**config.mk**
```make
export PLATFORM = sky130hd
export DESIGN_NAME = frame_cfg_apb
export DESIGN_NICKNAME = d
export VERILOG_FILES = /design/src/frame_pkg.sv /design/src/frame_cfg_apb.sv
export SDC_FILE = /design/constraint.sdc
export NUM_CORES = 1
export LEC_CHECK = 0
export ABC_CLOCK_PERIOD_IN_PS = 2300
export BUFFER_PORTS_ARGS = -buffer_cell sky130_fd_sc_hd__buf_4
export CAP_MARGIN = 25
export CORE_ASPECT_RATIO = 0.6
export CORE_MARGIN = 3
export CORE_UTILIZATION = 35
export CTS_CLUSTER_DIAMETER = 40
export DETAILED_ROUTE_END_ITERATION = 10
export PLACE_DENSITY_LB_ADDON = 0.15
export REMOVE_ABC_BUFFERS = 1
export SYNTH_ARGS = -nofsm -noshare
export SYNTH_HDL_FRONTEND = slang
export SYNTH_SLANG_ARGS = --single-unit
```
**constraint.sdc**
```tcl
create_clock -name RD_CLK -period 2.3 [get_ports RD_CLK]
set_input_delay 0.115 -clock RD_CLK [delete_from_list [all_inputs] [get_ports RD_CLK]]
set_output_delay 0.115 -clock RD_CLK [all_outputs]
set_load 0.005 [all_outputs]
```
**src/frame_pkg.sv**
```systemverilog
package frame_pkg;

  localparam int DATA_W  = 64;
  localparam int TS_W    = 48;
  localparam int TS_LO_W = 32;
  localparam int ADC_W   = 12;
  localparam int CH_ID_W = 4;
  localparam int FLEN_W  = 12;
  localparam int HOLD_W  = 8;

  localparam logic [15:0] HDR_ID = 16'hAAAA;
  localparam logic [15:0] FTR_ID = 16'h5555;

  typedef struct packed {
    logic [DATA_W-1:0] data;
    logic [TS_W-1:0]   timestamp;
    logic [ADC_W-1:0]  baseline;
    logic [ADC_W:0]    threshold;
  } adc_sample_t;

  typedef struct packed {
    logic [15:0]         hdr_id;
    logic [CH_ID_W-1:0]  ch_id;
    logic [TS_LO_W-1:0]  ts_lo;
    logic [FLEN_W-1:0]   frame_len;
  } frame_header_t;

  typedef struct packed {
    logic [15:0] baseline;
    logic [15:0] threshold;
    logic [15:0] ts_hi;
    logic [15:0] ftr_id;
  } frame_footer_t;

  // one info fifo entry
  typedef struct packed {
    frame_footer_t footer;
    frame_header_t header;
  } frame_info_t;

  // output word as seen on the stream
  typedef union packed {
    frame_header_t     hdr;
    frame_footer_t     ftr;
    logic [DATA_W-1:0] raw;
  } frame_word_u;

  typedef struct packed {
    logic [7:0]  paddr;
    logic        psel;
    logic        penable;
    logic        pwrite;
    logic [31:0] pwdata;
  } apb_req_t;

  typedef struct packed {
    logic [31:0] prdata;
    logic        pready;
    logic        pslverr;
  } apb_rsp_t;

  typedef struct packed {
    logic               enable;
    logic [CH_ID_W-1:0] ch_id;
    logic [HOLD_W-1:0]  hold_len;
  } frame_cfg_t;

endpackage

```
**src/frame_cfg_apb.sv**
```systemverilog
`timescale 1ns/1ns
module frame_cfg_apb import frame_pkg::*; (
  input  logic       RD_CLK,
  input  logic       WR_RESET,
  input  apb_req_t   apb_req,
  output apb_rsp_t   apb_rsp,
  output frame_cfg_t cfg,
  input  logic       frame_done,
  input  logic       frame_drop
);

  localparam logic [7:0] ADDR_CTRL   = 8'h00;
  localparam logic [7:0] ADDR_HOLD   = 8'h04;
  localparam logic [7:0] ADDR_STATUS = 8'h08;

  logic [15:0] done_cnt;
  logic [15:0] drop_cnt;
  logic        access;
  logic        addr_ok;

  assign access  = apb_req.psel && apb_req.penable;
  assign addr_ok = apb_req.paddr inside {ADDR_CTRL, ADDR_HOLD, ADDR_STATUS};

  always_ff @(posedge RD_CLK) begin
    if (WR_RESET) begin
      cfg      <= '0;
      done_cnt <= '0;
      drop_cnt <= '0;
    end else begin
      if (access && apb_req.pwrite) begin
        case (apb_req.paddr)
          ADDR_CTRL: begin
            cfg.enable <= apb_req.pwdata[0];
            cfg.ch_id  <= apb_req.pwdata[4 +: CH_ID_W];
          end
          ADDR_HOLD: cfg.hold_len <= apb_req.pwdata[HOLD_W-1:0];
          // status is read only
          default: ;
        endcase
      end
      // counters wrap
      if (frame_done) begin
        done_cnt <= done_cnt + 1'b1;
      end
      if (frame_drop) begin
        drop_cnt <= drop_cnt + 1'b1;
      end
    end
  end

  always_comb begin
    apb_rsp.pready  = 1'b1;
    apb_rsp.pslverr = access && !addr_ok;
    case (apb_req.paddr)
      ADDR_CTRL:   apb_rsp.prdata = {24'd0, cfg.ch_id, 3'd0, cfg.enable};
      ADDR_HOLD:   apb_rsp.prdata = {{(32-HOLD_W){1'b0}}, cfg.hold_len};
      ADDR_STATUS: apb_rsp.prdata = {drop_cnt, done_cnt};
      default:     apb_rsp.prdata = '0;
    endcase
  end

endmodule

```
**Yosys cells after proc, flatten, opt, wreduce, memory -nomap -nowiden**

Cells that the tools add are included.
Widths: inputs -> output; s select.

- Logic and storage cells: 18
- Output and inout port bits: 47
- Register bits after elaboration: 45
- Bits of input ports: 47

- Add/subtract/negate cells: 2
- Equality and inequality tests: 2
- Muxes and demuxes: 1
- Reductions and logical operators: 8

Operators by type and width:

| kind | number |
|---|---|
| $pmux 32 s3 | 1 |
| $add 16x1->16 const B | 2 |
| $eq 8x3->1 const B | 1 |
| $eq 8x4->1 const B | 1 |
| $logic_not 8->1 | 1 |
| $reduce_and 2->1 | 2 |
| $logic_and 1x1->1 | 3 |
| $reduce_bool 3->1 | 1 |
| $logic_not 1->1 | 1 |

**Depth between registers and ports, before layout**

- Word-level depth: 4
- Mapped depth: 6
- Mapped depth without buffers: 5

**Worst setup path after synthesis**

Ideal clock, no wire load.

- Path type: reg-to-reg
- Start point: register done_cnt[0]
- End point: register done_cnt[14]
- Library setup time: 128 ps
- Stages on the path, launching flop included: 6
- Buffers on the path: 0
- Setup slack: 874 ps
- Clock period less this slack: 1426 ps
- Data required time: 2172 ps
- Arrival: 1298 ps
- Path through: dfxtp_1 ha_1 nand4_2 nor4_1 xnor2_1 nor2_1

- Cells in the longest elaborated chain, start to end: 1

RTL lines:

| item | RTL line | RTL |
|---|---|---|
| start, declared | frame_cfg_apb.sv:16 | `logic [15:0] done_cnt;` |
| start signal, assigned | frame_cfg_apb.sv:43 | `done_cnt <= done_cnt + 1'b1;` |
| $add 16x1->16 | frame_cfg_apb.sv:43 |  |

No other way between the ends.
A chain may end at the register's enable or synchronous reset.

**Worst setup path after layout**

- Start point: register drop_cnt[2]
- End point: register drop_cnt[6]

- Cells in the longest elaborated chain, start to end: 1

RTL lines:

| item | RTL line | RTL |
|---|---|---|
| start, declared | frame_cfg_apb.sv:17 | `logic [15:0] drop_cnt;` |
| start signal, assigned | frame_cfg_apb.sv:46 | `drop_cnt <= drop_cnt + 1'b1;` |
| $add 16x1->16 | frame_cfg_apb.sv:46 |  |

No other way between the ends.

==> out/metrics.yaml <==
drt:
  wl_per_cell_um: 13.0
  routed_via_density: 4.80
  wirelength_mm: 5.49
  dr.pass1.iters: 4
  antenna_left: 0
  vias: 2019
  route.detailed.drc: 0
  first_iter_violations: 91
yosys:
  yosysSeqAreaShare_pct: 38.9
  syn_area_sq_um: 2310
  synth_top_cell_area_share_pct: 38.9
  synth-warning-count: 0
  synthFlopType: "dfxtp_1"
  synthCells: 274
  syn_area_per_cell_sq_um: 8.44
  synth_edf_count: 0
  yosysTopAreaCell: "dfxtp_1"
  synth-async-reset-ratio_pct: 0
  ys_ff_latch: 45
  netlist-cell-type-count: 32
  synth_area_leaders: "dfxtp_1 39%, nor2_1 9.2%, mux2i_1 8.7%"
layout:
  mostFrequentLayoutCell: "buf_4"
  antennaDiodeCount: 0
  n_fill_cell: 614
  finish.cell_count_without_fillers: 421
  area_delta_synth_final_pct: 27.2
  post-route-util_pct: 47.1
  nets: 385
  drive_gt1_share_pct: 24.9
  final_cell_mix: "69 x buf_4, 57 x nor2_1, 45 x dfxtp_1, 24 x and2_1, 20 x mux2i_1"
job:
  drv_cap: 0
worst_hold_path:
  worstHoldStart: "apb_req[2]"
  hold_depth: 3
  whs_endpoint: "cfg[2]"
  hold_class: "in2reg"
worst_setup_path:
  path_max_fanout: 12
  reg2reg_from: "drop_cnt[2]"
  cp.arrival_ps: 1890
  path_class: "reg2reg"
  r2r_end: "drop_cnt[6]"
  slowest_stage: "or3_1"
  cp-startpoint: "drop_cnt[2]"
  r2r_slack_ps: 580
  worstRegToRegCells: 4
  worstPathRequired_ps: 2470
  crit_path_cell_trace: "nand4_1 > or3_1 > xor2_1 > nor2_1"
  cp_top_family: "simple AND/OR/NAND/NOR gates"
  slowest_delay_ps: 510
  path_buf_inv: 0
  crit_path_end_kind: "flip-flop"
  startpoint_type: "flip-flop"
floorplan:
  dieHeight_um: 69.0
  die_x_um: 111
  ios: 94
  core-area_sq_um: 6250
  die_area_sq_um: 7650
  fp-row-count: 22
  initial_core_util_pct: 37.0
timing:
  rsz0062_at_grt: "no"
  finalSetupViolCount: 0
  tns_ps: 0
  fmax_mhz: 583
  finalCriticalPeriod_ps: 1720
  drv_slew: 0
  hold_viol: 0
  relSlewSlack_pct: 61.3
  skew_ps: 4.04
  worstMarginPinSlew_ps: 580
  fin_crit_sh_pct: 74.6
clocking:
  cts_tree: "yes"
  clk_latency_ps: 290
  numCtsBuffers: 5
  cts_hold_buf: 0
  cts.repair.resized: 0
  post-cts-setup-buffers: 0
  htree_levels: 2
  clk_pin_slew_worst_paths_ps: 80
  clock_sinks: 45
  ctsLongestPathBuffers: 2
  cts_root_buf: "clkbuf_8"
power:
  seq_power_share_pct: 58.6
  ir_drop_mv: 0.211
  total_power_mw: 1.36
  cellLeakagePower_nw: 1.27
  p_switching_mw: 0.323
  power_density_nw_per_um2: 463
  clkPwrFrac_pct: 34.7
  p_comb_share_pct: 6.7
  cell_internal_pwr_mw: 1.04
  switching_share_pct: 23.7
placed_design:
  io_buffers: 68
  post-place-cells: 413
  gp_congestion: 0.767
  hpwl_mm: 3.97
global_route:
  grt_max_degree: 47
  first_global_vias: 1973
  grt_first_pass_wirelength_mm: 9.42
  antenna_found_initial: 0
  grt_use_total_pct: 15.0
  grt.overflow.total: 0
status:
  outcome: "completed"
Yosys cell counts (all sizes together) (3+ instances only):
cell type  count
mux2i         20
buf           11
nand2         13
clkbuf         3
dfxtp         45
o21ai          4
a21oi          9
nor4          11
nand3          7
a22oi          3
nand4         13
or3            4
xnor2         18
and2          24
xor2           7
nor2          57
nor3           8
inv            7
how the worst max path moves through the flow:
stage                     cells after the start      endpoint  slack [ps]
after floorplan                               5  done_cnt[14]         890
after global placement                        4  drop_cnt[14]         650
after detailed placement                      4  drop_cnt[15]         630
after CTS                                     4   drop_cnt[6]         580
after global routing                          4   drop_cnt[6]         440
final                                         4   drop_cnt[6]         580
final cells by class:
| type | instances | area (sq um) | share of cell area [%] |
|---|---|---|---|
| inverters | 7 | 26.3 | 0.893 |
| flip-flops and latches | 45 | 901 | 30.6 |
| multi-input cells | 208 | 1310 | 44.5 |
| repair buffers | 69 | 518 | 17.6 |
| well taps | 84 | 105 | 3.57 |
| clock buffers | 6 | 72.6 | 2.47 |
| clock inverters | 2 | 10.0 | 0.340 |
stage by stage:
step                      instance area [sq um]  hold slack [ps]  setup slack (ps)
after detailed placement                   2860              360               625
after global routing                       2940             57.3               442
after global placement                     2860              352               649
after floorplan                            2240              184               887
after CTS                                  2940             52.1               575
final                                      2940             57.6               583
cell families after synthesis:
group	count (synthesis)	share of synthesized area, %
simple gates	142	32.9
flops	45	38.9
xor+xnor	25	9.46
buf+inv	21	4.44
mux	20	8.65
compound gates	18	4.38
fa+ha+maj	2	1.08
other cells	1	0.162
worst reg2reg max path, stage by stage, from the launching register on:
cell     delay, ps
dfxtp_1        420
nand4_1        430
or3_1          510
xor2_1         180
nor2_1          50
layer usage:
layer	track usage (%)	wire length, um
met2	23.8	2320
met4	2.92	28
met3	4.01	259
met5	0	0
met1	20.7	2880
sequential cells by signal, summed over array words and instances (netlist names):
register,count
done_cnt,16
drop_cnt,16
cfg,13
power by group through the flow:
stage,sequential (mW),clock [mW],combinational [mW]
after floorplan,0.814,0,0.0327
after global placement,0.817,0,0.0903
after detailed placement,0.817,0,0.0914
after CTS,0.799,0.496,0.0918
after global routing,0.801,0.521,0.103
final,0.799,0.473,0.0911
No activity file was read; power rests on OpenSTA's default activity.
