### src/frame_pkg.sv
package frame_pkg;

  localparam int DATA_W  = 64;
  localparam int TS_W    = 48;
  localparam int TS_LO_W = 32;
  localparam int ADC_W   = 12;
  localparam int CH_ID_W = 4;
  localparam int FLEN_W  = 12;
  localparam int HOLD_W  = 8;

  localparam logic [15:0] HDR_ID = 16'hAAAA;
  localparam logic [15:0] FTR_ID = 16'h5555;

  typedef struct packed {
    logic [DATA_W-1:0] data;
    logic [TS_W-1:0]   timestamp;
    logic [ADC_W-1:0]  baseline;
    logic [ADC_W:0]    threshold;
  } adc_sample_t;

  typedef struct packed {
    logic [15:0]         hdr_id;
    logic [CH_ID_W-1:0]  ch_id;
    logic [TS_LO_W-1:0]  ts_lo;
    logic [FLEN_W-1:0]   frame_len;
  } frame_header_t;

  typedef struct packed {
    logic [15:0] baseline;
    logic [15:0] threshold;
    logic [15:0] ts_hi;
    logic [15:0] ftr_id;
  } frame_footer_t;

  // one info fifo entry
  typedef struct packed {
    frame_footer_t footer;
    frame_header_t header;
  } frame_info_t;

  // output word as seen on the stream
  typedef union packed {
    frame_header_t     hdr;
    frame_footer_t     ftr;
    logic [DATA_W-1:0] raw;
  } frame_word_u;

  typedef struct packed {
    logic [7:0]  paddr;
    logic        psel;
    logic        penable;
    logic        pwrite;
    logic [31:0] pwdata;
  } apb_req_t;

  typedef struct packed {
    logic [31:0] prdata;
    logic        pready;
    logic        pslverr;
  } apb_rsp_t;

  typedef struct packed {
    logic               enable;
    logic [CH_ID_W-1:0] ch_id;
    logic [HOLD_W-1:0]  hold_len;
  } frame_cfg_t;

endpackage

### src/trigger_extender.sv
`timescale 1ns/1ns
module trigger_extender import frame_pkg::*; (
  input  logic       RD_CLK,
  input  logic       WR_RESET,
  input  logic       trigger,
  input  frame_cfg_t cfg,
  output logic       rec_en
);

  logic [HOLD_W-1:0] hold_cnt;
  logic              trig_gated;

  assign trig_gated = trigger && cfg.enable;

  // window stays open while trigger is high or hold counter is running
  always_ff @(posedge RD_CLK) begin
    if (WR_RESET) begin
      hold_cnt <= '0;
      rec_en   <= 1'b0;
    end else begin
      rec_en <= trig_gated || (hold_cnt != '0);
      if (trig_gated) begin
        // hold length taken fresh at every trigger
        hold_cnt <= cfg.hold_len;
      end else if (hold_cnt != '0) begin
        hold_cnt <= hold_cnt - 1'b1;
      end
    end
  end

endmodule

### config.mk
export PLATFORM = sky130hd
export DESIGN_NAME = trigger_extender
export DESIGN_NICKNAME = d
export VERILOG_FILES = /design/src/frame_pkg.sv /design/src/trigger_extender.sv
export SDC_FILE = /design/constraint.sdc
export NUM_CORES = 1
export LEC_CHECK = 0
export BUFFER_PORTS_ARGS = -buffer_cell sky130_fd_sc_hd__buf_2
export CAP_MARGIN = 20
export CORE_AREA = 2 2 39 41
export CTS_CLUSTER_DIAMETER = 40
export CTS_CLUSTER_SIZE = 25
export DETAILED_ROUTE_END_ITERATION = 10
export DIE_AREA = 0 0 41 43
export GPL_ROUTABILITY_DRIVEN = 0
export PLACE_DENSITY = 0.7
export SKIP_CTS_REPAIR_TIMING = 1
export SYNTH_ARGS = -nofsm -noshare
export SYNTH_HDL_FRONTEND = slang
export SYNTH_SLANG_ARGS = --single-unit
### constraint.sdc
create_clock -name RD_CLK -period 1.5 [get_ports RD_CLK]
set_input_delay 0.3 -clock RD_CLK [delete_from_list [all_inputs] [get_ports RD_CLK]]
set_output_delay 0.3 -clock RD_CLK [all_outputs]
set_load 0.02 [all_outputs]
Word-level counts from Yosys, hierarchy flattened

Cells that the tools add are included.

Add/sub/neg operators: 1
Multiplexer cells: 2
Reduce and logical (&&, ||, !) cells: 4

Operators with widths:

| operator            | count |
|---|---|
| $mux 8              | 2 |
| $reduce_bool 8->1   | 1 |
| $sub 8x1->8 const B | 1 |
| $reduce_bool 2->1   | 1 |
| $logic_and 1x1->1   | 1 |
| $logic_or 1x1->1    | 1 |

Bits in registers: 9
Input port bits: 16
Output and inout port bits: 1
Word-level logic and storage cells: 9

Depth between registers and ports, before layout

Depth in word-level cells: 3
Mapped depth: 6
Depth with buffers taken out: 6

Least setup slack after synthesis

No wires, ideal clock.

Path type: reg-to-reg
Start point: register hold_cnt[3]
End point: register hold_cnt[0]
Setup time: 0.120 ns
Data arrival time: 1.119 ns
Required time: 1.380 ns
Setup slack: 0.261 ns
Cell stages (with the launch flop): 5
Path buffers: 0
Clock period less this slack: 1.239 ns
Path through: dfxtp_1 > nor4_2 > and3_4 > nor4_1 > a211o_1

Longest elaborated chain between the ends: 2

RTL lines:

| what                               | RTL line               | RTL |
|---|---|---|
| start: declaration                 | trigger_extender.sv:10 | `logic [HOLD_W-1:0] hold_cnt;` |
| start signal: assignment           | trigger_extender.sv:24 | `hold_cnt <= cfg.hold_len;` |
| start signal: assignment           | trigger_extender.sv:26 | `hold_cnt <= hold_cnt - 1'b1;` |
| $reduce_bool 8->1                  | trigger_extender.sv:25 | `end else if (hold_cnt != '0) begin` |
| $reduce_bool 2->1 (no source line) | -                      |  |

Every way passes these cells.
A chain may end at the register's enable or synchronous reset.

Worst setup path in the final report

Start point: register hold_cnt[0]
End point: register hold_cnt[2]

Longest elaborated chain between the ends: 3
Elaborated cells on any way between the ends: 5
Those cells by class: add/sub: 1; mux: 2; reduce/logical: 2

RTL lines:

| what        | RTL line               | RTL |
|---|---|---|
| $sub 8x1->8 | trigger_extender.sv:26 |  |
| $mux 8      | trigger_extender.sv:25 |  |
| $mux 8      | trigger_extender.sv:22 | `if (trig_gated) begin` |

Several ways; a longest one is shown, not always the timed one. The select of a mux whose other input is x is not followed.

==> qor.log <==
INFO  run_status     status=finished, final reports clean
INFO  synth          synth.cells.most_frequent=9 x sky130_fd_sc_hd__dfxtp_1, 9 x sky130_fd_sc_hd__nor2_1, 5 x sky130_fd_sc_hd__a211oi_1
INFO  drt            num_vias=418
INFO  global_route   first_global_vias=357
INFO  sta            drv_slew=0
INFO  critical_path  crit_path_cell_trace=inv_1 > ha_1 > and3_4 > a21o_2 > a311oi_1
INFO  clocking       ctsRootBufferMaster=sky130_fd_sc_hd__clkbuf_4
INFO  drt            ant_nets=0
INFO  synth          synthDistinctLibCells=20
INFO  sta            clock_skew=0.00673ns
INFO  synth          synthesis.nets=72
INFO  sta            setup_violations=0
INFO  sta            worstMarginPinSlew=0.438ns
INFO  drt            detail_route.drc_violations=0
INFO  global_route   grt-ovfl-total=0
INFO  sta            total_negative_slack=0ns
INFO  clocking       cts_inserted_buffers=3
INFO  layout         num_antenna_cells=0
INFO  floorplan      floorplan.initialDensity=0.347
INFO  floorplan      boundary_pins=17
INFO  synth          synth.largest_area_cell=sky130_fd_sc_hd__dfxtp_1
INFO  floorplan      core.rowCount=14
INFO  pwr            leakagePower=0.260nW
INFO  critical_path  cp.required=1.67ns
INFO  synth          synth_compound_gate_area_share=0.151
INFO  clocking       clock_insertion_delay_worst_skew=0.26ns
INFO  synth          yosysTopAreaCellShare=0.375
INFO  pwr            pwr_density_cell=1980nW/um^2
INFO  synth          post_synth_main_area_contributors=sky130_fd_sc_hd__dfxtp_1 38%, sky130_fd_sc_hd__a211oi_1 7.8%, sky130_fd_sc_hd__nor2_1 7.0%, sky130_fd_sc_hd__xnor2_1 5.5%, sky130_fd_sc_hd__ha_1 5.2%
INFO  sta            max_slew_margin=0.705
INFO  clocking       clk_path_buf_depth=2
INFO  synth          dominant_combinational_cell_family_by_area_after_synthesis=simple AND/OR/NAND/NOR gates
INFO  drt            route.final.wire_length=821um
INFO  sta            min_period_over_period=0.893
INFO  placement      placement.io_buffers=12
INFO  synth          synth-edff-count=0
INFO  global_route   antenna_found_initial=0
INFO  global_route   grt_max_degree=13
INFO  clocking       tritoncts_num_sinks=9
INFO  critical_path  crit_arrival=1.51ns
INFO  synth          yosysWarningCount=0
INFO  sta            timing.final.crit_period=1.34ns
INFO  sta            setup_slack=0.160ns
INFO  floorplan      die_span_x=41um
INFO  sta            grt_setup_unrepaired=false
INFO  synth          netlist_instances=54
INFO  layout         flow.area_growth_from_synthesis=22.9%
INFO  critical_path  critical_path.max_stage_delay=0.35ns
INFO  synth          syn-cell-area=480um^2
INFO  synth          synth_area_per_cell=8.90um^2
INFO  critical_path  slowest_stage_cell_on_the_critical_path=sky130_fd_sc_hd__dfxtp_1
INFO  min_path       min-delay-start=cfg[5]
INFO  critical_path  crit_type=flop to flop
INFO  flow_run       max-cap-violations=0
INFO  synth          ys_seq_elements=9
INFO  critical_path  critical_path.top_delay_family=compound AO/OA/AOI/OAI gates
INFO  clocking       ctsHtreeMaxLevel=1
INFO  placement      dp_cells=82
INFO  floorplan      floorplan.core_area=1380um^2
INFO  global_route   global_route_wire_length_before_repair=1410um
INFO  global_route   grt_util_all_layers=0.120
INFO  synth          post_synth_and_or_nand_nor_area_fraction=0.299
INFO  synth          synthFlopType=sky130_fd_sc_hd__dfxtp_1
INFO  drt            drt_first_iter_violations=7
INFO  min_path       worstHoldPathCells=3
INFO  synth          seq_area_frac_synth=0.375
INFO  synth          synth-async-reset-ratio=0
INFO  pwr            vdd.ir_drop.worst=0.000796V
INFO  layout         filler_cell_count=142
INFO  drt            viasPerCell=4.86
INFO  layout         layoutNonFillerInstCount=86
INFO  critical_path  worst_setup_path_end_kind=flop
INFO  synth          synth_xor_xnor_area_share=0.0911
INFO  layout         final_layout_size_suffix_gt1_frac=0.286
INFO  critical_path  worstRegToRegCells=5
INFO  critical_path  worst_r2r_endpoint=hold_cnt[2]
INFO  critical_path  critical_path.startpoint_type=flop
INFO  layout         num-nets-final=89
INFO  sta            highest_achievable_clock_rate=746MHz
INFO  critical_path  r2r_setup_slack=0.16ns
INFO  floorplan      die_area=1760um^2
INFO  min_path       timing.hold.worst.class=primary input to flop
INFO  min_path       holdPathEnd=hold_cnt[5]
INFO  clocking       clk_transition_reported_paths=0.06ns
INFO  sta            final-hold-violation-count=0
INFO  clocking       tritoncts=done
INFO  placement      hpwl=608um
INFO  critical_path  crit_fanout=7
INFO  floorplan      die_span_y=43um
INFO  drt            detail_route.wl_per_cell=9.55um
INFO  drt            detailedRoute.firstPassIterationCount=4
INFO  critical_path  launch_point_of_the_worst_reg_to_reg_path=hold_cnt[0]
INFO  critical_path  worst-path-buf-inv=1
INFO  synth          synthMuxAreaShare=0
INFO  synth          synthAdderAreaFrac=0.0521
INFO  placement      place_ws=0.186ns
final cells by class:
| class | count | area [um^2] | area share |
|---|---|---|---|
| Clock buffer | 4 | 26.3 | 0.0445 |
| Inverter | 3 | 11.3 | 0.0191 |
| Multi-Input combinational cell | 41 | 285 | 0.483 |
| Sequential cell | 9 | 180 | 0.305 |
| Tap cell | 16 | 20.0 | 0.0339 |
| Timing Repair Buffer | 13 | 67.6 | 0.114 |
sequential cells by signal (all words and copies together) (netlist names):
signal    cells
hold_cnt      8
rec_en        1
cells in the final DEF (no fill, tap or decap), drive strengths merged:
cell    instances
nand2b          2
nor2            9
and3            1
a311oi          1
a211oi          5
buf            13
dfxtp           9
a21o            1
inv             3
ha              2
xor2            2
xnor2           3
nor3b           2
clkbuf          4
and2            1
a211o           2
nor3            3
nand2           3
nor4            4
report_power, final:
group	leakage [nW]	switching, mW	total [mW]	internal (mW)
combinational	0.170	0.255	0.540	0.285
clock	0.0150	0.0836	0.186	0.102
sequential	0.0749	0.0953	0.442	0.347
how the worst max path moves through the flow:
| stage | slack, ns | to | startpoint | depth (start not counted) |
|---|---|---|---|---|
| 2_1_floorplan | 0.26 | hold_cnt[0] | hold_cnt[3] | 4 |
| 3_3_place_gp | 0.18 | hold_cnt[2] | hold_cnt[3] | 4 |
| 3_5_place_dp | 0.19 | hold_cnt[2] | hold_cnt[3] | 4 |
| 4_1_cts | 0.14 | hold_cnt[6] | hold_cnt[0] | 6 |
| 5_1_grt | 0.02 | hold_cnt[6] | hold_cnt[0] | 6 |
| 6_report | 0.16 | hold_cnt[2] | hold_cnt[0] | 5 |
worst min-delay path, cell delays in order:
cell,delay (ns)
sky130_fd_sc_hd__buf_2,0.10
sky130_fd_sc_hd__nor2_1,0.09
sky130_fd_sc_hd__a211oi_1,0.05
routing by layer:
| layer | GRT usage | up-vias | wire, um |
|---|---|---|---|
| met2 | 0.172 | 14 | 350 |
| met5 | 0 | - | 0 |
| met3 | 0.0785 | 0 | 68 |
| met1 | 0.149 | 180 | 402 |
| met4 | 0.0200 | 0 | 0 |
| li1 | - | 224 | - |
cells by family after synthesis:
logic type | count (synthesis)
buffers and inverters | 4
XOR/XNOR | 5
flip-flops | 9
adder cells (fa/ha/maj) | 2
AND/OR/NAND/NOR | 25
AO/OA/AOI/OAI | 9
per-stage QoR:
step	area (um^2)	total power, mW	utilization	hold slack (ns)
finish	591	1.17	0.427	0.319
global route	591	1.28	0.427	0.317
CTS	591	1.18	0.427	0.310
detailed placement	564	0.986	0.408	0.534
global placement	564	0.980	0.408	0.521
floorplan	480	0.888	-	0.481
Note: power is estimated with default switching activity, not from simulation.
