### src/frame_pkg.sv
package frame_pkg;

  localparam int DATA_W  = 64;
  localparam int TS_W    = 48;
  localparam int TS_LO_W = 32;
  localparam int ADC_W   = 12;
  localparam int CH_ID_W = 4;
  localparam int FLEN_W  = 12;
  localparam int HOLD_W  = 8;

  localparam logic [15:0] HDR_ID = 16'hAAAA;
  localparam logic [15:0] FTR_ID = 16'h5555;

  typedef struct packed {
    logic [DATA_W-1:0] data;
    logic [TS_W-1:0]   timestamp;
    logic [ADC_W-1:0]  baseline;
    logic [ADC_W:0]    threshold;
  } adc_sample_t;

  typedef struct packed {
    logic [15:0]         hdr_id;
    logic [CH_ID_W-1:0]  ch_id;
    logic [TS_LO_W-1:0]  ts_lo;
    logic [FLEN_W-1:0]   frame_len;
  } frame_header_t;

  typedef struct packed {
    logic [15:0] baseline;
    logic [15:0] threshold;
    logic [15:0] ts_hi;
    logic [15:0] ftr_id;
  } frame_footer_t;

  // one info fifo entry
  typedef struct packed {
    frame_footer_t footer;
    frame_header_t header;
  } frame_info_t;

  // output word as seen on the stream
  typedef union packed {
    frame_header_t     hdr;
    frame_footer_t     ftr;
    logic [DATA_W-1:0] raw;
  } frame_word_u;

  typedef struct packed {
    logic [7:0]  paddr;
    logic        psel;
    logic        penable;
    logic        pwrite;
    logic [31:0] pwdata;
  } apb_req_t;

  typedef struct packed {
    logic [31:0] prdata;
    logic        pready;
    logic        pslverr;
  } apb_rsp_t;

  typedef struct packed {
    logic               enable;
    logic [CH_ID_W-1:0] ch_id;
    logic [HOLD_W-1:0]  hold_len;
  } frame_cfg_t;

endpackage

### src/frame_reader.sv
`timescale 1ns/1ns
module frame_reader import frame_pkg::*; (
  input  logic              RD_CLK,
  input  logic              WR_RESET,
  input  frame_info_t       info_rdata,
  input  logic              info_empty,
  output logic              info_pop,
  input  logic [DATA_W-1:0] data_rdata,
  output logic              data_pop,
  output frame_word_u       m_data,
  output logic              m_valid,
  output logic              m_last,
  input  logic              m_ready
);

  // state names the word held in the output register
  localparam logic [1:0] ST_IDLE   = 2'd0;
  localparam logic [1:0] ST_HEADER = 2'd1;
  localparam logic [1:0] ST_DATA   = 2'd2;
  localparam logic [1:0] ST_FOOTER = 2'd3;

  logic [1:0]        state;
  logic [FLEN_W-1:0] word_cnt;
  logic              advance;
  logic              last_data;

  // output register is free or being emptied this cycle
  assign advance   = !m_valid || m_ready;
  assign last_data = (word_cnt == info_rdata.header.frame_len);

  assign data_pop = advance && (state == ST_HEADER || (state == ST_DATA && !last_data));
  // entry is released once its footer is loaded, next header is then visible
  assign info_pop = advance && (state == ST_DATA) && last_data;

  always_ff @(posedge RD_CLK) begin
    if (WR_RESET) begin
      state    <= ST_IDLE;
      m_valid  <= 1'b0;
      m_last   <= 1'b0;
      word_cnt <= '0;
    end else if (advance) begin
      case (state)
        ST_IDLE, ST_FOOTER: begin
          if (!info_empty) begin
            m_data.hdr <= info_rdata.header;
            m_valid    <= 1'b1;
            m_last     <= 1'b0;
            state      <= ST_HEADER;
          end else begin
            m_valid <= 1'b0;
            m_last  <= 1'b0;
            state   <= ST_IDLE;
          end
        end
        ST_HEADER: begin
          // a frame always has at least one data word
          m_data.raw <= data_rdata;
          word_cnt   <= FLEN_W'(1);
          state      <= ST_DATA;
        end
        default: begin
          if (last_data) begin
            m_data.ftr <= info_rdata.footer;
            m_last     <= 1'b1;
            state      <= ST_FOOTER;
          end else begin
            m_data.raw <= data_rdata;
            word_cnt   <= word_cnt + 1'b1;
          end
        end
      endcase
    end
  end

  a_hold_stall: assert property (@(posedge RD_CLK) disable iff (WR_RESET)
    m_valid && !m_ready |=> m_valid && $stable(m_data) && $stable(m_last))
    else $error("output word changed while stalled");

endmodule

### config.mk
export PLATFORM = sky130hd
export DESIGN_NAME = frame_reader
export DESIGN_NICKNAME = d
export VERILOG_FILES = /design/src/frame_pkg.sv /design/src/frame_reader.sv
export SDC_FILE = /design/constraint.sdc
export NUM_CORES = 1
export LEC_CHECK = 0
export ABC_CLOCK_PERIOD_IN_PS = 7100
export BUFFER_PORTS_ARGS = -buffer_cell sky130_fd_sc_hd__buf_2
export CAP_MARGIN = 20
export CORE_UTILIZATION = 25
export CTS_CLUSTER_SIZE = 16
export DETAILED_ROUTE_END_ITERATION = 6
export PLACE_DENSITY = 0.59
export SLEW_MARGIN = 5
export SYNTH_ARGS = -nofsm -noshare
export SYNTH_HDL_FRONTEND = slang
export SYNTH_SLANG_ARGS = --single-unit
### constraint.sdc
create_clock -name RD_CLK -period 7.1 [get_ports RD_CLK]
set_clock_uncertainty 0.05 [all_clocks]
set_input_delay 1.42 -clock RD_CLK [delete_from_list [all_inputs] [get_ports RD_CLK]]
set_output_delay 1.42 -clock RD_CLK [all_outputs]
set_load 0.03 [all_outputs]
# Yosys cells after proc, flatten, opt, wreduce, memory -nomap -nowiden
# Index checks and enable logic that the tools add are counted.
dict set report word_totals {
  ff_bits 80
  out_inout_bits 68
}
dict set report op_classes {
  n_addsub 1
  n_eq_ne 6
  muxes 11
  bitwise 3
  reduce_logical 17
}
# cell count
set op_table {}
lappend op_table {{2-to-1 mux 64 bit} 2}
lappend op_table {{case mux 64 bit (2 select lines)} 1}
lappend op_table {{case mux 12 bit (2 select lines)} 1}
lappend op_table {{adder 12 x 1 -> 12 bit, second input constant} 1}
lappend op_table {{equality test 12 bit} 1}
lappend op_table {{2-to-1 mux 12 bit} 1}
lappend op_table {{AND reduction 3 bit} 3}
lappend op_table {{equality test 2 bit, second input constant} 2}
lappend op_table {{logical AND 1 bit} 4}
lappend op_table {{case mux 2 bit (2 select lines)} 1}
lappend op_table {{AND reduction 2 bit} 2}
lappend op_table {{2-to-1 mux 1 bit} 3}
lappend op_table {{inverter 1 bit} 3}
lappend op_table {{nonzero test 3 bit} 1}
lappend op_table {{equality test 2 x 1 -> 1 bit, second input constant} 1}
lappend op_table {{logical NOT 1 bit} 2}
lappend op_table {{logical NOT 2 bit} 1}
lappend op_table {{logical OR 1 bit} 2}
lappend op_table {{2-to-1 mux 2 bit} 1}
lappend op_table {{!= test 2 x 1 -> 1 bit, second input constant} 1}
lappend op_table {{!= test 2 bit, second input constant} 1}
lappend op_table {{case mux 1 bit (2 select lines)} 1}
lappend op_table {{nonzero test 2 bit} 1}
lappend op_table {{OR reduction 2 bit} 1}

# Longest topological paths before layout
# Gate-level depths: netlist of run 1.
dict set report depth {
  depth_word 5
  depth_mapped 9
  ltp_nobuf 6
}

# Worst setup path before layout of run 1
# No wires, ideal clock.
dict set report synth_timing {
  path_type {input -> register}
  start {in WR_RESET}
  end {reg m_data[0] in the netlist's numbering, enable pin}
  setup_ps 581
  t_arrival_ps 6362
  required_ps 6469
  path_slack_ps 107
  cell_stages 2
  n_path_buf 1
  path_cell_list {clkbuf_1 > a211oi_1}
}
dict set report synth_between {
  elab_chain_len 2
}
# item line
set synth_rtl {}
lappend synth_rtl {{from (decl)} frame_reader.sv:4} ;# input logic WR_RESET,
lappend synth_rtl {{inverter 1 bit (no line)} n/a}
lappend synth_rtl {{AND reduction 3 bit (no line)} n/a}
lappend synth_rtl {{to (decl)} frame_reader.sv:10} ;# output frame_word_u m_data,
# Every way passes these cells.
# A chain may end at the register's enable or synchronous reset.

# Worst setup path in the final report of run 1
dict set report layout_timing {
  start {in info_rdata[2] in the netlist's numbering}
  end {out data_pop}
}
dict set report layout_between {
  elab_chain_len 5
}
# item line
set layout_rtl {}
lappend layout_rtl {{from (decl)} frame_reader.sv:5} ;# input frame_info_t info_rdata,
lappend layout_rtl {{equality test 12 bit} frame_reader.sv:29} ;# assign last_data = (word_cnt == info_rdata.header.frame_len);
lappend layout_rtl {{logical NOT 1 bit} frame_reader.sv:31} ;# assign data_pop = advance && (state == ST_HEADER || (state == ST_DATA && !last_data));
lappend layout_rtl {{logical AND 1 bit} frame_reader.sv:31}
lappend layout_rtl {{logical OR 1 bit} frame_reader.sv:31}
lappend layout_rtl {{logical AND 1 bit} frame_reader.sv:31}
lappend layout_rtl {{to (decl)} frame_reader.sv:9} ;# output logic data_pop,
# Every way passes these cells.

==> flow_summary.toml, run 1 <==
[status]
status = "finished, violations left"
violations = "DRC"

[sta]
relSlewSlack_pct = 36.78
finalSetupTns_ps = 0
tightest_slew_ps = 948.3
max_freq_mhz = 219.0
finalHoldViolCount = 0
finalSetupViolCount = 0
finalWorstSetupSlack_ps = 2535
period_minus_slack_ps = 4565
finalCritPeriodShare_pct = 64.30
maxSlewViolCount = 0
rsz0062_at_grt = "no"

[setup_path]
cp_max_fo = 69
path_buf_inv = 3
path_cells = "buf_2, xor2_1, nor4_2, nand3_2, buf_4, a21oi_1, nor2_1, buf_2"
endpoint_kind = "output pin"
cp.arrival_ps = 3100
crit_start = "info_rdata[2]"
crit_top_cell = "buf_2"
worstSetupStartpointType = "input port"
worstRegToRegCells = 6
crit_slowest_cell = "nor4_2"
cp.required_ps = 5630
ff2ff_setup_slack_ps = 4320
max_stage_delay_ps = 430
r2r-end = "m_data[49]$_DFFE_PP_"
crit_family = "buffers and inverters"
timing.rr.start = "word_cnt[6]$_SDFFE_PP0P_"
worst-setup-path-type = "input port to output pin"

[global_routing]
track_usage_pct = 17.00
grt_max_degree = 86
first_global_vias = 4616
grt_first_pass_wirelength_um = 25740
antenna_found_initial = 0
gr-total-overflow = 0

[synthesis]
ys_ff_latch = 80
syn_area_per_cell_um2 = 9.327
yosysTopAreaCellShare_pct = 41.05
syn_inst = 502
async_flop_share_pct = 0
ys_warn_count = 0
synth_top_flop_cell = "edfxtp_1"
yosys-top-cells-area = "edfxtp_1 41%, a221oi_1 12%, nand2_1 11%"
yosysTopAreaCell = "edfxtp_1"
yosysSeqAreaShare_pct = 47.89
synth_nets = 702
yosysMostFrequentCell = "nand2_1"
syn_area_um2 = 4682
synth_cell_types = 41
synth_edf_count = 64
synth_commonest_cells = "141 x nand2_1, 73 x a31oi_1, 64 x edfxtp_1, 63 x a221oi_1, 41 x clkbuf_1"

[finish]
area_delta_synth_final_pct = 37.20
drive_gt1_share_pct = 40.16
fillers = 1863
fin_cells = 961
final_nets = 928
finish.instance_area_um2 = 6424
antenna_cells = 0

[min_path]
hp-class = "flip-flop to flip-flop"
hold_depth = 2
holdPathEnd = "word_cnt[11]$_SDFFE_PP0P_"
worstHoldStart = "word_cnt[11]$_SDFFE_PP0P_"

[die]
start_util_pct = 25.80
rows = 49
io_pins = 264
die_area_um2 = 19280
core_area_um2 = 18150
die_h_um = 138.9
die_w_um = 138.9

[clock_network]
hold_buffers = 0
cts.sinks = 80
cts.path.max_buffers = 2
postCtsSetupBuffers = 0
htree_levels = 3
cts_tree = "built"
cts_made_buffers = 9
clk_pin_slew_worst_paths_ps = 60
clk-insertion-delay-late_ps = 330
cts-root-buf = "clkbuf_16"
ctsResizeCount = 0

[placed_design]
place_area_um2 = 6112
globalplace.congestion = 0.8146
dp_cells = 946
place.detailed.hpwl_um = 11510
dpl_worst_slack_ps = 2522
numPortBuffers = 263

[run]
max-cap-violations = 0

[routing]
antenna_left = 0
drt-vias-per-instance = 5.256
drc = 25
vias = 5051
drtIter0Drc = 365
drt_pre_antenna_iters = 7
wirelength_um = 16860
wire_per_inst_um = 17.54

[power_and_ir_drop]
power_leakage_nw = 2.673
peakVddDrop_mv = 0.1026
power_mw = 1.792
power_density_nw_per_um2 = 279.0
cell usage in the layout, fill, tap and decap left out, types with 2 or more instances in the layout:
master,count
nor3_1,3
inv_1,6
a221oi_1,63
a31oi_1,73
nor2b_1,2
ha_2,2
a21oi_1,4
nor2_1,8
nor4_2,3
clkinvlp_4,3
nand4_1,2
bufinv_16,2
and3_1,2
buf_2,263
nand2b_1,2
o211ai_1,8
edfxtp_1,64
nand2_1,141
clkbuf_16,9
or4_1,7
nor4_1,2
buf_4,6
dfxtp_1,16
nand3_1,7
xor2_1,12
metal layers:
metal | vias up | track usage, % | share of wire [%]
met4 | 0 | 6.257 | 1.7
met3 | 20 | 3.626 | 7.9
met1 | 2391 | 21.54 | 41
met2 | 229 | 28.39 | 49
met5 | - | 0 | 0
li1 | 2411 | - | -
worst max path at each step:
stage | depth (start not counted) | end | slack (ps)
finish | 8 | data_pop | 2530
global route | 8 | data_pop | 2410
CTS | 8 | data_pop | 2520
detailed placement | 8 | data_pop | 2520
global placement | 8 | data_pop | 2550
floorplan | 2 | m_data[0]$_DFFE_PP_ | 110
flip-flops by register name (all words and copies together), names as in the netlist:
| register | cells |
|---|---|
| m_data | 64 |
| m_last | 1 |
| m_valid | 1 |
| state | 2 |
| word_cnt | 12 |
worst register-to-register path: stages (launching register included):
cell     delay (ps)
dfxtp_1         520
xor2_1          130
nor4_2          410
and3_4          290
buf_4           720
a21oi_1         200
a21o_1          220
metrics by stage:
step / hold WS, ps / utilization (%)
6_report: 478.4 / 35.40
5_1_grt: 512.4 / 35.40
4_1_cts: 470.6 / 35.40
3_5_place_dp: 449.0 / 33.68
3_3_place_gp: 446.0 / 33.68
2_1_floorplan: 428.7 / -
cell families (layout without fill, tap and decap cells):
family,after synthesis,after routing,share of synthesized area (%)
adders and majority gates,4,4,1.069
AOI/OAI and AO/OA,161,161,25.63
xor gates and xnor gates,12,12,2.245
muxes,1,1,0.2138
DFF,80,80,47.89
and+or+nand+nor,184,184,17.08
buffers and inverters,60,290,5.879
final cells by class:
class	count	area, um^2	share of cell area (%)
sequential	80	2242	34.90
clock inverter	5	82.58	1.286
tap	229	286.5	4.460
clock buffer	10	229.0	3.564
multi-input combinational	362	2200	34.24
inverter	6	22.52	0.3506
timing repair buffer	269	1361	21.19
power by group:
group / total (mW) / internal (mW) / switching, mW
Combinational: 0.654 / 0.218 / 0.435
Clock: 0.494 / 0.306 / 0.188
Sequential: 0.645 / 0.623 / 0.0214
(Power assumes the default switching activity.)
==> run 2, diff against run 1 <==
--- a/config.mk
+++ b/config.mk
@@ -5,7 +5,7 @@
 export SDC_FILE = /design/constraint.sdc
 export NUM_CORES = 1
 export LEC_CHECK = 0
-export ABC_CLOCK_PERIOD_IN_PS = 7100
+export ABC_CLOCK_PERIOD_IN_PS = 4000
 export BUFFER_PORTS_ARGS = -buffer_cell sky130_fd_sc_hd__buf_2
 export CAP_MARGIN = 20
 export CORE_UTILIZATION = 25
==> constraint.sdc (replaced) <==
create_clock -name RD_CLK -period 4 [get_ports RD_CLK]
set_clock_uncertainty 0.05 [all_clocks]
set_input_delay 0.8 -clock RD_CLK [delete_from_list [all_inputs] [get_ports RD_CLK]]
set_output_delay 0.8 -clock RD_CLK [all_outputs]
set_load 0.03 [all_outputs]
==> flow_summary.toml, run 2 (synthesized netlist as in run 1, its figures left out) <==
[global_routing]
grt_max_degree = 86
first_global_vias = 4515
grt_first_pass_wirelength_um = 25570
gr-total-overflow = 0
track_usage_pct = 17.01
antenna_found_initial = 0

[setup_path]
path_cells = "buf_2, xor2_1, nor4_2, and3_4, and3_1, buf_2"
timing.rr.start = "word_cnt[6]$_SDFFE_PP0P_"
crit_top_cell = "buf_2"
cp.arrival_ps = 2200
cp_max_fo = 3
crit_start = "info_rdata[5]"
worst-setup-path-type = "input port to output pin"
max_stage_delay_ps = 440
cp.required_ps = 3150
crit_slowest_cell = "nor4_2"
worstSetupStartpointType = "input port"
endpoint_kind = "output pin"

[placed_design]
globalplace.congestion = 0.7883
numPortBuffers = 263
dp_cells = 946
place.detailed.hpwl_um = 11660

[routing]
wirelength_um = 16940
antenna_left = 0
drt_pre_antenna_iters = 7
wire_per_inst_um = 17.61
drt-vias-per-instance = 5.263
drc = 24
vias = 5063
drtIter0Drc = 349

[power_and_ir_drop]
power_density_nw_per_um2 = 495.9
power_leakage_nw = 2.681
peakVddDrop_mv = 0.2046
power_mw = 3.192

[min_path]
hp-class = "flip-flop to flip-flop"
worstHoldStart = "word_cnt[11]$_SDFFE_PP0P_"

[die]
die_w_um = 138.9
start_util_pct = 25.80
die_area_um2 = 19280
rows = 49
core_area_um2 = 18150
io_pins = 264
die_h_um = 138.9

[sta]
finalSetupTns_ps = 0
finalCritPeriodShare_pct = 76.13
fin_hold_ws_ps = 473.0
maxSlewViolCount = 0
period_minus_slack_ps = 3045
finalSetupViolCount = 0
relSlewSlack_pct = 35.31
max_freq_mhz = 328.4
rsz0062_at_grt = "no"
finalHoldViolCount = 0
tightest_slew_ps = 970.3

[clock_network]
htree_levels = 3
clk-insertion-delay-late_ps = 350
ctsResizeCount = 0
cts_tree = "built"
postCtsSetupBuffers = 0
clk_pin_slew_worst_paths_ps = 60
cts.path.max_buffers = 2
hold_buffers = 0
cts.sinks = 80
cts_made_buffers = 9
cts-root-buf = "clkbuf_16"

[finish]
fin_util_pct = 35.47
area.sequential_um2 = 2242
largest_register = "m_data"
drive_gt1_share_pct = 40.11
fillers = 1916
final_cell_mix = "263 x buf_2, 141 x nand2_1, 73 x a31oi_1"
fin_cells = 962
final_common_cell = "buf_2"
largestRegisters = "m_data: 64 flops, word_cnt: 12 flops, state: 2 flops"
area_delta_synth_final_pct = 37.49
largest_reg_flops = 64
multi_input_area_um2 = 2200
final_nets = 928
antenna_cells = 0

[status]
status = "finished, violations left"
violations = "DRC"

[run]
max-cap-violations = 0
==> run 2: changes by cell type in the layout (fill, tap and decap cells not counted), sizes merged <==
cell	previous run	this run
clkinvlp	3	2
clkinv	0	2
==> run 2: final timing paths <==
check | cells after the start | endpoint | slack, ps
setup / recovery | 6 | info_pop | 950
hold / removal | 2 | word_cnt[11]$_SDFFE_PP0P_ | 470
hold reg to reg | 2 | word_cnt[11]$_SDFFE_PP0P_ | 470
setup reg to reg | 6 | m_data[49]$_DFFE_PP_ | 1250
==> run 2: stage by stage <==
step | area [um^2] | setup slack, ps
2_1_floorplan | 4695 | 668.4
3_3_place_gp | 6125 | 853.9
3_5_place_dp | 6125 | 839.4
4_1_cts | 6437 | 976.1
5_1_grt | 6437 | 913.6
6_report | 6437 | 954.7
==> run 2: layout make-up <==
type	instances	area share, %
repair buffers	269	21.34
inverters	6	0.3499
clock buffers	10	3.557
clock inverters	6	1.302
flip-flops and latches	80	34.83
well taps	229	4.451
multi-input cells	362	34.17
==> run 2: report_power, final <==
part / total, mW / internal [mW] / switching [mW]
combinational: 1.16 / 0.392 / 0.765
clock: 0.887 / 0.544 / 0.343
sequential: 1.15 / 1.11 / 0.0411
total: 3.19 / 2.04 / 1.15
==> run 2: layer usage <==
metal,vias to the layer above,global-route usage [%],wire length (um)
met2,224,28.73,8505
met4,0,5.029,264
met1,2412,21.70,6843
li1,2411,-,-
met5,-,0,0
met3,16,3.729,1327
==> run 2: critical path, delay by kind of cell <==
| kind | cells | cell delay, ps |
|---|---|---|
| buffers and inverters | 2 | 350 |
| xor gates and xnor gates | 1 | 140 |
| and+or+nand+nor | 3 | 900 |
